$ cat config.mk
export PLATFORM = sky130hd
export DESIGN_NAME = microcode_sequencer
export DESIGN_NICKNAME = d
export VERILOG_FILES = /design/src/hdl/microcode_pkg.sv /design/src/hdl/alu_branch_decoder.sv /design/src/hdl/microcode_sequencer.sv /design/src/hdl/microstep_sequencer.sv /design/src/hdl/transfer_decoder.sv
export VERILOG_INCLUDE_DIRS = /design/src /design/src/hdl
export SDC_FILE = /design/constraint.sdc
export NUM_CORES = 1
export LEC_CHECK = 0
export BUFFER_PORTS_ARGS = -buffer_cell sky130_fd_sc_hd__buf_4
export CELL_PAD_IN_SITES_DETAIL_PLACEMENT = 0
export CELL_PAD_IN_SITES_GLOBAL_PLACEMENT = 2
export CORE_MARGIN = 2
export CORE_UTILIZATION = 23
export CTS_CLUSTER_SIZE = 10
export DETAILED_ROUTE_END_ITERATION = 6
export HOLD_SLACK_MARGIN = 0.06
export PLACE_DENSITY_LB_ADDON = 0.1
export SLEW_MARGIN = 40
export SYNTH_ARGS = -nofsm -noshare
export SYNTH_HDL_FRONTEND = slang
export SYNTH_SLANG_ARGS = --single-unit
$ cat constraint.sdc
create_clock -name i_clk -period 2.3 [get_ports i_clk]
set_input_delay 0.115 -clock i_clk [delete_from_list [all_inputs] [get_ports i_clk]]
set_output_delay 0.115 -clock i_clk [all_outputs]
set_load 0.02 [all_outputs]
$ cat src/hdl/microcode_consts.svh
// Widths and control word bit positions for the microcoded control unit
// Include this before naming any control word bit or bus width

`ifndef MICROCODE_CONSTS_SVH
`define MICROCODE_CONSTS_SVH

// Instruction word and step counter widths
`define MC_INSTR_WIDTH 16
`define MC_STEP_WIDTH  5

// Total control word width, including the 3-bit ALU operation field
`define MC_CW_WIDTH    20

// Sequencing bits
`define MC_ADV 0
`define MC_HLT 1

// Memory address, program counter and instruction register controls
`define MC_MI  2
`define MC_CO  3
`define MC_RO  4
`define MC_II  5
`define MC_CE  6
`define MC_RI  7
`define MC_J   8

// Register file strobes, in for load and out for bus drive
`define MC_ARI 9
`define MC_ARO 10
`define MC_BRI 11
`define MC_BRO 12
`define MC_TRI 13
`define MC_TRO 14

// ALU output enable and flag latch
`define MC_EO  15
`define MC_EL  16

// The ALU operation occupies bits 17 to 19
`define MC_ALU_LSB 17

`endif

$ cat src/hdl/microcode_pkg.sv
// Types shared by the microcode decoders and the step sequencer
// Referenced with scoped names from every block of the control unit

`include "microcode_consts.svh"

package microcode_pkg;

  // One complete set of control lines for a single micro-step
  typedef logic [`MC_CW_WIDTH-1:0] control_word_t;

  // Micro-step number within the current instruction
  typedef logic [`MC_STEP_WIDTH-1:0] step_t;

  // Opcodes handled by this control unit, everything else runs as NOP
  typedef enum logic [`MC_INSTR_WIDTH-1:0] {
    OP_LD_A   = 16'h0001,
    OP_LD_B   = 16'h0002,
    OP_ST_A   = 16'h0004,
    OP_ST_B   = 16'h0006,
    OP_MOV_AT = 16'h000e,
    OP_MOV_AB = 16'h000f,
    OP_MOV_TA = 16'h0011,
    OP_MOV_TB = 16'h0012,
    OP_MOV_BA = 16'h0014,
    OP_MOV_BT = 16'h0015,
    OP_LDI_A  = 16'h002a,
    OP_LDI_B  = 16'h002b,
    OP_JMP    = 16'h002d,
    OP_JIZ    = 16'h002e,
    OP_JIC    = 16'h002f,
    OP_ADD_B  = 16'h0036,
    OP_SUB_B  = 16'h0037,
    OP_AND_B  = 16'h0038,
    OP_OR_B   = 16'h0039,
    OP_XOR_B  = 16'h003a,
    OP_INV    = 16'h0047,
    OP_HLT    = 16'hffff
  } opcode_e;

  // Encoding of the ALU operation field in the control word
  typedef enum logic [2:0] {
    ALU_NONE = 3'd0,
    ALU_ADD  = 3'd1,
    ALU_SUB  = 3'd2,
    ALU_AND  = 3'd3,
    ALU_OR   = 3'd4,
    ALU_XOR  = 3'd5,
    ALU_INV  = 3'd6
  } alu_op_e;

endpackage

$ cat src/hdl/alu_branch_decoder.sv
// Partial control words for the ALU instructions and the jumps
// Conditional jumps finish early when their flag is clear

`include "microcode_consts.svh"

`default_nettype none

module alu_branch_decoder (
  input  wire [`MC_INSTR_WIDTH-1:0]    i_instruction,
  input  wire microcode_pkg::step_t    i_step,
  input  wire                          i_zero,
  input  wire                          i_carry,
  output microcode_pkg::control_word_t o_word,
  output logic                         o_claim
);

  localparam microcode_pkg::step_t STEP_OPERAND = 5'd2;
  localparam microcode_pkg::step_t STEP_DATA    = 5'd3;

  microcode_pkg::alu_op_e alu_op;
  logic                   is_alu_b;
  logic                   is_unary;
  logic                   is_jump;
  logic                   flag_clear;

  // ALU result word, shared by the B forms and INV
  microcode_pkg::control_word_t alu_result;

  always_comb begin
    alu_op     = microcode_pkg::ALU_NONE;
    is_alu_b   = 1'b0;
    is_unary   = 1'b0;
    is_jump    = 1'b0;
    flag_clear = 1'b0;
    case (i_instruction)
      microcode_pkg::OP_ADD_B: begin
        is_alu_b = 1'b1;
        alu_op   = microcode_pkg::ALU_ADD;
      end
      microcode_pkg::OP_SUB_B: begin
        is_alu_b = 1'b1;
        alu_op   = microcode_pkg::ALU_SUB;
      end
      microcode_pkg::OP_AND_B: begin
        is_alu_b = 1'b1;
        alu_op   = microcode_pkg::ALU_AND;
      end
      microcode_pkg::OP_OR_B: begin
        is_alu_b = 1'b1;
        alu_op   = microcode_pkg::ALU_OR;
      end
      microcode_pkg::OP_XOR_B: begin
        is_alu_b = 1'b1;
        alu_op   = microcode_pkg::ALU_XOR;
      end
      microcode_pkg::OP_INV: begin
        is_unary = 1'b1;
        alu_op   = microcode_pkg::ALU_INV;
      end
      microcode_pkg::OP_JMP: is_jump = 1'b1;
      microcode_pkg::OP_JIZ: begin
        is_jump    = 1'b1;
        flag_clear = ~i_zero;
      end
      microcode_pkg::OP_JIC: begin
        is_jump    = 1'b1;
        flag_clear = ~i_carry;
      end
      default: ;
    endcase
  end

  assign o_claim = is_alu_b | is_unary | is_jump;

  always_comb begin
    alu_result          = '0;
    alu_result[`MC_EO]  = 1'b1;
    alu_result[`MC_EL]  = 1'b1;
    alu_result[`MC_TRI] = 1'b1;
    alu_result[`MC_ADV] = 1'b1;
    alu_result[`MC_ALU_LSB +: $bits(microcode_pkg::alu_op_e)] = alu_op;
  end

  always_comb begin
    o_word = '0;
    if (is_alu_b) begin
      // B goes to T first, then the ALU combines A with T back into T
      if (i_step == STEP_OPERAND) begin
        o_word[`MC_BRO] = 1'b1;
        o_word[`MC_TRI] = 1'b1;
      end else if (i_step == STEP_DATA) begin
        o_word = alu_result;
      end
    end else if (is_unary) begin
      if (i_step == STEP_OPERAND) begin
        o_word = alu_result;
      end
    end else if (is_jump) begin
      if (i_step == STEP_OPERAND) begin
        o_word[`MC_MI]  = 1'b1;
        o_word[`MC_CO]  = 1'b1;
        o_word[`MC_CE]  = 1'b1;
        // Not taken, so the target word is skipped and the instruction ends
        o_word[`MC_ADV] = flag_clear;
      end else if (i_step == STEP_DATA) begin
        o_word[`MC_RO]  = 1'b1;
        o_word[`MC_J]   = 1'b1;
        o_word[`MC_ADV] = 1'b1;
      end
    end
  end

endmodule

`default_nettype wire

$ cat src/hdl/microcode_sequencer.sv
// Top level of the microcoded control unit
// Both decoders see the same step and opcode, the sequencer merges their words

`include "microcode_consts.svh"

`default_nettype none

module microcode_sequencer (
  input  wire                          i_clk,
  input  wire                          i_reset,
  input  wire [`MC_INSTR_WIDTH-1:0]    i_instruction,
  input  wire                          i_zero,
  input  wire                          i_carry,
  output microcode_pkg::control_word_t o_control_word,
  output microcode_pkg::step_t         o_step,
  output logic                         o_halted
);

  microcode_pkg::control_word_t xfer_word;
  microcode_pkg::control_word_t alu_word;
  logic                         xfer_claim;
  logic                         alu_claim;

  transfer_decoder u_transfer_decoder (
    .i_instruction (i_instruction),
    .i_step        (o_step),
    .o_word        (xfer_word),
    .o_claim       (xfer_claim)
  );

  alu_branch_decoder u_alu_branch_decoder (
    .i_instruction (i_instruction),
    .i_step        (o_step),
    .i_zero        (i_zero),
    .i_carry       (i_carry),
    .o_word        (alu_word),
    .o_claim       (alu_claim)
  );

  microstep_sequencer u_microstep_sequencer (
    .i_clk          (i_clk),
    .i_reset        (i_reset),
    .i_xfer_word    (xfer_word),
    .i_xfer_claim   (xfer_claim),
    .i_alu_word     (alu_word),
    .i_alu_claim    (alu_claim),
    .o_step         (o_step),
    .o_control_word (o_control_word),
    .o_halted       (o_halted)
  );

endmodule

`default_nettype wire

$ cat src/hdl/microstep_sequencer.sv
// Step counter and halt state of the control unit
// Emits the fetch words itself and merges the decoder words from step 2 on

`include "microcode_consts.svh"

`default_nettype none

module microstep_sequencer (
  input  wire                           i_clk,
  input  wire                           i_reset,
  input  wire microcode_pkg::control_word_t i_xfer_word,
  input  wire                           i_xfer_claim,
  input  wire microcode_pkg::control_word_t i_alu_word,
  input  wire                           i_alu_claim,
  output microcode_pkg::step_t          o_step,
  output microcode_pkg::control_word_t  o_control_word,
  output logic                          o_halted
);

  localparam microcode_pkg::step_t STEP_FETCH_ADDR  = 5'd0;
  localparam microcode_pkg::step_t STEP_FETCH_INSTR = 5'd1;
  localparam microcode_pkg::step_t STEP_FIRST_EXEC  = 5'd2;

  microcode_pkg::step_t         step_q;
  logic                         halted_q;
  microcode_pkg::control_word_t word;

  always_comb begin
    word = '0;
    if (halted_q) begin
      // Parked on HLT, the word stays put whatever the inputs do
      word[`MC_HLT] = 1'b1;
    end else if (step_q == STEP_FETCH_ADDR) begin
      word[`MC_MI] = 1'b1;
      word[`MC_CO] = 1'b1;
    end else if (step_q == STEP_FETCH_INSTR) begin
      word[`MC_RO] = 1'b1;
      word[`MC_II] = 1'b1;
      word[`MC_CE] = 1'b1;
    end else begin
      word = i_xfer_word | i_alu_word;
      // Opcodes neither decoder knows run as a one-step NOP
      if (step_q == STEP_FIRST_EXEC && !i_xfer_claim && !i_alu_claim) begin
        word[`MC_ADV] = 1'b1;
      end
    end
  end

  // ADV wins over HLT, and a halted unit only leaves through reset
  always_ff @(posedge i_clk) begin
    if (i_reset) begin
      step_q   <= STEP_FETCH_ADDR;
      halted_q <= 1'b0;
    end else if (word[`MC_ADV]) begin
      step_q <= STEP_FETCH_ADDR;
    end else if (word[`MC_HLT]) begin
      halted_q <= 1'b1;
    end else begin
      step_q <= step_q + 5'd1;
    end
  end

  assign o_step         = step_q;
  assign o_control_word = word;
  assign o_halted       = halted_q;

endmodule

`default_nettype wire

$ cat src/hdl/transfer_decoder.sv
// Partial control words for loads, stores, register moves and halt
// Drives nothing during fetch, the sequencer owns steps 0 and 1

`include "microcode_consts.svh"

`default_nettype none

module transfer_decoder (
  input  wire [`MC_INSTR_WIDTH-1:0]    i_instruction,
  input  wire microcode_pkg::step_t    i_step,
  output microcode_pkg::control_word_t o_word,
  output logic                         o_claim
);

  localparam microcode_pkg::step_t STEP_OPERAND = 5'd2;
  localparam microcode_pkg::step_t STEP_DATA    = 5'd3;

  // Instruction group flags
  logic is_load;
  logic is_store;
  logic is_move;
  logic is_halt;

  // Register output and input strobes selected by the opcode
  microcode_pkg::control_word_t reg_out;
  microcode_pkg::control_word_t reg_in;

  // LD and LDI share microcode, both read the word after the opcode
  always_comb begin
    is_load  = 1'b0;
    is_store = 1'b0;
    is_move  = 1'b0;
    is_halt  = 1'b0;
    reg_out  = '0;
    reg_in   = '0;
    case (i_instruction)
      microcode_pkg::OP_LD_A, microcode_pkg::OP_LDI_A: begin
        is_load         = 1'b1;
        reg_in[`MC_ARI] = 1'b1;
      end
      microcode_pkg::OP_LD_B, microcode_pkg::OP_LDI_B: begin
        is_load         = 1'b1;
        reg_in[`MC_BRI] = 1'b1;
      end
      microcode_pkg::OP_ST_A: begin
        is_store         = 1'b1;
        reg_out[`MC_ARO] = 1'b1;
      end
      microcode_pkg::OP_ST_B: begin
        is_store         = 1'b1;
        reg_out[`MC_BRO] = 1'b1;
      end
      microcode_pkg::OP_MOV_AT: begin
        is_move          = 1'b1;
        reg_out[`MC_ARO] = 1'b1;
        reg_in[`MC_TRI]  = 1'b1;
      end
      microcode_pkg::OP_MOV_AB: begin
        is_move          = 1'b1;
        reg_out[`MC_ARO] = 1'b1;
        reg_in[`MC_BRI]  = 1'b1;
      end
      microcode_pkg::OP_MOV_TA: begin
        is_move          = 1'b1;
        reg_out[`MC_TRO] = 1'b1;
        reg_in[`MC_ARI]  = 1'b1;
      end
      microcode_pkg::OP_MOV_TB: begin
        is_move          = 1'b1;
        reg_out[`MC_TRO] = 1'b1;
        reg_in[`MC_BRI]  = 1'b1;
      end
      microcode_pkg::OP_MOV_BA: begin
        is_move          = 1'b1;
        reg_out[`MC_BRO] = 1'b1;
        reg_in[`MC_ARI]  = 1'b1;
      end
      microcode_pkg::OP_MOV_BT: begin
        is_move          = 1'b1;
        reg_out[`MC_BRO] = 1'b1;
        reg_in[`MC_TRI]  = 1'b1;
      end
      microcode_pkg::OP_HLT: is_halt = 1'b1;
      default: ;
    endcase
  end

  assign o_claim = is_load | is_store | is_move | is_halt;

  always_comb begin
    o_word = '0;
    if (is_load || is_store) begin
      if (i_step == STEP_OPERAND) begin
        // Point memory at the operand word and step the PC past it
        o_word[`MC_MI] = 1'b1;
        o_word[`MC_CO] = 1'b1;
        o_word[`MC_CE] = 1'b1;
      end else if (i_step == STEP_DATA) begin
        o_word          = reg_out | reg_in;
        o_word[`MC_RO]  = is_load;
        o_word[`MC_RI]  = is_store;
        o_word[`MC_ADV] = 1'b1;
      end
    end else if (is_move) begin
      if (i_step == STEP_OPERAND) begin
        o_word          = reg_out | reg_in;
        o_word[`MC_ADV] = 1'b1;
      end
    end else if (is_halt) begin
      // No ADV here, so the sequencer parks on this step
      if (i_step == STEP_OPERAND) begin
        o_word[`MC_HLT] = 1'b1;
      end
    end
  end

endmodule

`default_nettype wire

==> metrics.csv, run 1 <==
metric;value;unit
outcome;finished with violations;
violations;negative setup slack;
syn_inst;169;
p_sw_frac;0.393;
dr.pass1.iters;4;
yosysMostFrequentCell;nor2_1;
criticalPathCategory;flop to output port;
cap_viol_max_count;0;
ys_types;54;
p_per_area;351;nW/µm²
grt_pass1_vias;1557;
syn-num-nets;193;
hold_viol;0;
synth_seq_area_share;0.100;
grt_max_degree;19;
clockBufferDepth;2;
async_reset_ff_frac;0;
cp_slowest_stage_delay;0.48;ns
cp_num_buf_inv;2;
yosys_most_used_dff;dfxtp_1;
die_h;76.2;µm
rsz0062_at_grt;yes;
drv_slew;0;
portBuffers;45;
tightestPinTransition;0.705;ns
cp.required;2.18;ns
synth_area;1200;µm²
dieWidth;76.2;µm
synthTopCellsByArea;dfxtp_1 10%, nor2_1 5.6%, nor3_1 5.4%;
cp.depth;9;
r2r_cells;11;
r2r_setup_slack;0.12;ns
ctsHoldBuffers;0;
critPathCapture;o_control_word[14];
drive_gt1_frac;0.468;
post-synth-top-area-cell;dfxtp_1;
critPathCaptureType;output port;
worstPathArrival;2.25;ns
period_share;1.03;
cp-startpoint;u_microstep_sequencer.o_step[0];
track_usage;0.160;
grt_overflow;0;
p_leak;0.759;nW
setup_ws;-0.0639;ns
cts-buffers-inserted;3;
syn_to_final_growth;64.4;%
clk_latency;0.22;ns
yosysWarnings;0;
ant_nets;0;
r2r-end;u_microstep_sequencer.o_step[0];
finalSetupViolCount;5;
fmax;423;MHz
combinationalPowerShare;0.572;
cp_max_fo;3;
synthTopCellsByCount;18 x nor2_1, 15 x nand2_1, 13 x nor3_1;
post-place-ws;-0.0142;ns
pin_count;46;
grt_first_pass_wirelength;7840;µm
clock_skew;0.00214;ns
globalplace.congestion;0.806;
drc;0;
synth-seq-cells;6;
cts_tree;yes;
pwr-share-clk;0.245;
critPathTopFamily;simple AND/OR/NAND/NOR gates;
min_period;2.36;ns
cts.sinks;6;
synth-edff-count;0;
first_iter_violations;78;
dp_hpwl;3620;µm
drt-wirelength-per-cell;15.5;µm
vias;1546;
p_seq_frac;0.182;
relSlewSlack;0.528;
die_area;5800;µm²
crit_chain;inv_4, ha_4, or4b_4, nor2_4, o221ai_2, a31o_4, or2_4, nor4_4, buf_4;
rr_startpoint;u_microstep_sequencer.o_step[0];
drt-vias-per-instance;5.14;
cpMaxStageDelayCell;or4b_4;
irDropWorstVdd;0.227;mV
power.internal;419;µW
clk_pin_slew;0.04;ns
holdCritStartpoint;i_reset;
start_util;0.236;
startpoint_type;flop;
syn_avg_cell_area;7.09;µm²
wirelength;4650;µm
antenna_found_initial;0;
htreeDepth;1;
p_switching;271;µW
num_rows;26;
diodes;0;
yosysTopAreaCellShare;0.100;
core_area;5070;µm²
clockRootBuffer;clkbuf_8;
final_nets;256;
hold_path_class;input port to flop;
final_util;0.388;
[repair_timing]
item | CTS | global route
pin swaps | 6 | 4
endpoints found under the setup margin | 15 | 15
buffers inserted | 6 | 1
gates resized for setup | 19 | 14
[worst min-delay path by stage]
stage,endpoint,slack (ns),depth (start not counted)
after global placement,u_microstep_sequencer.o_step[0],0.33,2
after detailed placement,u_microstep_sequencer.o_step[0],0.33,2
after CTS,u_microstep_sequencer.o_step[1],0.09,2
after floorplan,u_microstep_sequencer.o_step[0],0.18,1
after global routing,u_microstep_sequencer.o_step[1],0.1,2
final,u_microstep_sequencer.o_step[1],0.10,2
[per-stage QoR]
step / std cells / total power [mW] / TNS [ns] / hold slack (ns) / area [µm²]
6_report: 301 / 0.691 / -0.182 / 0.103 / 1970
3_5_place_dp: 290 / 0.451 / -0.0171 / 0.332 / 1710
5_1_grt: 301 / 0.737 / -0.934 / 0.0977 / 1970
4_1_cts: 300 / 0.677 / -0.254 / 0.0944 / 1890
2_1_floorplan: 169 / 0.306 / 0 / 0.183 / 1220
3_3_place_gp: 290 / 0.450 / 0 / 0.330 / 1710
[state kept, by name, indices dropped and copies added (netlist names)]
register	cells
u_microstep_sequencer.o_step	5
u_microstep_sequencer.o_halted	1
[final cells by class]
class | instances | area [µm²]
repair buffers | 70 | 546
fillers | 554 | 3110
inverters | 5 | 21.3
flip-flops and latches | 6 | 128
multi-input cells | 146 | 1140
well taps | 70 | 87.6
clock buffers | 4 | 45.0
[metal layers]
metal | up-vias | track usage | wire [µm]
met3 | 4 | 0.0367 | 277
met2 | 54 | 0.251 | 2060
met1 | 719 | 0.229 | 2270
met4 | 0 | 0.0236 | 46
li1 | 769 | - | -
met5 | - | 0 | 0
[cell usage in the layout, fill, tap and decap left out, drive strengths merged, types with 3 or more instances in the layout]
| master | instances |
|---|---|
| clkbuf | 4 |
| inv | 5 |
| nor4 | 8 |
| nand2b | 4 |
| or2 | 4 |
| nand3 | 5 |
| nor3 | 15 |
| nor2b | 4 |
| nand4 | 5 |
| dfxtp | 6 |
| ha | 4 |
| xor2 | 4 |
| nand2 | 15 |
| and2 | 3 |
| buf | 70 |
| o21ai | 5 |
| or3 | 4 |
| a21oi | 11 |
| nor2 | 18 |
[power by group through the flow]
stage / clock [mW] / sequential [mW] / combinational, mW
finish: 0.169 / 0.126 / 0.395
floorplan: 0 / 0.132 / 0.174
global route: 0.181 / 0.127 / 0.428
global placement: 0 / 0.123 / 0.327
detailed placement: 0 / 0.124 / 0.327
CTS: 0.172 / 0.125 / 0.379
[cell families after synthesis]
family                     after synthesis  share of synthesized area
AOI/OAI and AO/OA                       40                      0.240
xor gates and xnor gates                 6                     0.0439
and+or+nand+nor                         94                      0.481
buffers and inverters                   17                     0.0763
DFF                                      6                      0.100
muxes                                    2                     0.0167
adders and majority gates                4                     0.0418
Note: power is estimated with default switching activity, not from simulation.
==> run 2: changes to the inputs <==
--- a/config.mk
+++ b/config.mk
@@ -9,7 +9,7 @@
 export BUFFER_PORTS_ARGS = -buffer_cell sky130_fd_sc_hd__buf_4
 export CELL_PAD_IN_SITES_DETAIL_PLACEMENT = 0
 export CELL_PAD_IN_SITES_GLOBAL_PLACEMENT = 2
-export CORE_MARGIN = 2
+export CORE_MARGIN = 1
 export CORE_UTILIZATION = 23
 export CTS_CLUSTER_SIZE = 10
 export DETAILED_ROUTE_END_ITERATION = 6
==> run 2 against run 1 <==
  * The run still ends with negative setup slack left
  * Sequential share of layout area grew 0.30 points
  * Non-clock buffer count is 4 lower
  * Cell area shrank 4.5%
  * Register-to-register slack about the same
  * First-iteration DRC count is 21% higher
  * Critical endpoint unchanged
  * Largest cell class unchanged
==> metrics.csv, run 2 (synthesis gave the netlist of run 1 again) <==
metric;value;unit;change
htreeDepth;1;;unchanged
tightestPinTransition;0.589;ns;was 0.705 ns
p_leak;0.715;nW;was 0.759 nW
finalPower;656;µW;was 691 µW
fmax;418;MHz;was 423 MHz
outcome;finished with violations;;unchanged
dieWidth;74.2;µm;was 76.2 µm
drv_slew;0;;unchanged
num_rows;25;;was 26
die_area;5500;µm²;was 5800 µm²
cts-buffers-inserted;3;;unchanged
cp.required;2.18;ns;about the same
final_nets;252;;was 256
die_h;74.2;µm;was 76.2 µm
grt_overflow;0;;unchanged
ant_nets;0;;unchanged
cap_viol_max_count;0;;unchanged
mostFrequentLayoutCell;buf_4;;unchanged
clockBufferDepth;2;;unchanged
startpoint_type;flop;;unchanged
syn_to_final_growth;57.1;%;was 64.4%
hold_viol;0;;unchanged
violations;negative setup slack;;unchanged
tns;-0.260;ns;was -0.182 ns
final_util;0.385;;was 0.388
finalSetupViolCount;4;;was 5
rsz0062_at_grt;yes;;unchanged
start_util;0.245;;was 0.236
clock_skew;0.00271;ns;was 0.00214 ns
most-common-layout-cells;65 x buf_4, 15 x nor2_1, 15 x nand2_1, 10 x nor3_1, 8 x a21oi_1;;was 67 x buf_4, 16 x nor2_1, 14 x nand2_1, 10 x nor3_1, 8 x a21oi_1
gr-usage-met3;0.0230;;was 0.0367
worstPathArrival;2.27;ns;was 2.25 ns
portBuffers;45;;unchanged
min_period;2.39;ns;was 2.36 ns
setup_ws;-0.0895;ns;was -0.0639 ns
grt-busiest-layer;met2;;unchanged
largest_reg_flops;5;;unchanged
dr.pass1.iters;4;;unchanged
drive_gt1_frac;0.463;;was 0.468
diodes;0;;unchanged
wirelength;4500;µm;was 4650 µm
drt-vias-per-instance;5.20;;was 5.14
relSlewSlack;0.604;;was 0.528
antenna_found_initial;0;;unchanged
grt_max_degree;19;;unchanged
vias;1530;;was 1546
p_per_area;349;nW/µm²;was 351 nW/µm²
clockRootBuffer;clkbuf_8;;unchanged
grt_pass1_vias;1449;;was 1557
irDropWorstVdd;0.182;mV;was 0.227 mV
cts.sinks;6;;unchanged
drt-wirelength-per-cell;15.3;µm;was 15.5 µm
use_met1;0.250;;was 0.229
dp_hpwl;3540;µm;was 3620 µm
clk_pin_slew;0.04;ns;about the same
drc;0;;unchanged
grt_first_pass_wirelength;7350;µm;was 7840 µm
use_met2;0.261;;was 0.251
globalplace.congestion;0.832;;was 0.806
cts_tree;yes;;unchanged
criticalPathCategory;flop to output port;;unchanged
hold_path_class;input port to flop;;unchanged
ctsHoldBuffers;0;;unchanged
first_iter_violations;94;;was 78
period_share;1.04;;was 1.03
core_area;4880;µm²;was 5070 µm²
critPathCaptureType;output port;;unchanged
track_usage;0.170;;was 0.160
clk_latency;0.23;ns;was 0.22 ns
pin_count;46;;unchanged
cp_max_fo;5;;was 3
run 2: final timing paths:
check                           cells after the start  slack [ns]                               to                             from
worst max register to register                     11        0.13  u_microstep_sequencer.o_step[0]  u_microstep_sequencer.o_step[1]
worst max-delay path                                9       -0.09               o_control_word[14]  u_microstep_sequencer.o_step[1]
worst min-delay path                                2        0.09   u_microstep_sequencer.o_halted                          i_reset
worst min register to register                      2        0.61  u_microstep_sequencer.o_step[4]  u_microstep_sequencer.o_step[4]
run 2: routing by layer:
| layer | vias up | share of wire |
|---|---|---|
| met5 | - | 0 |
| met4 | 0 | 0.0071 |
| met3 | 2 | 0.058 |
| met2 | 55 | 0.45 |
| met1 | 715 | 0.49 |
| li1 | 758 | - |
run 2: layout make-up:
type / count / area, µm²
Multi-Input combinational cell: 146 / 1100
Tap cell: 67 / 83.8
Inverter: 5 / 21.3
Fill cell: 571 / 3000
Clock buffer: 4 / 45.0
Sequential cell: 6 / 128
Timing Repair Buffer: 66 / 499
run 2: where the power goes:
| part | leakage (nW) | switching, mW | internal [mW] |
|---|---|---|---|
| logic | 0.642 | 0.195 | 0.161 |
| registers | 0.0501 | 0.0142 | 0.114 |
| clock network | 0.0228 | 0.0522 | 0.120 |
run 2: repair_timing:
action                     CTS  global route
cloned                       0             0
pin swaps                    6             0
buffers inserted             3             1
resized for setup           13            14
setup endpoints to repair   16            19
run 2: through the flow:
step / instance area (µm²) / setup WS [ns] / cells / hold WS, ns
final: 1880 / -0.0895 / 294 / 0.0940
after global routing: 1880 / -0.237 / 294 / 0.0984
after CTS: 1820 / -0.0930 / 293 / 0.0873
after detailed placement: 1700 / 0.0247 / 286 / 0.333
after global placement: 1700 / 0.0610 / 286 / 0.328
after floorplan: 1220 / 0.0181 / 169 / 0.183
run 2: critical path: stages (launching register included):
cell and delay, ns:
dfxtp_4 0.37, inv_1 0.08, ha_1 0.20, or2_4 0.27, a21oi_4 0.17, nand3_2 0.11
a31o_2 0.25, or2_4 0.28, nor4_4 0.13, buf_4 0.18
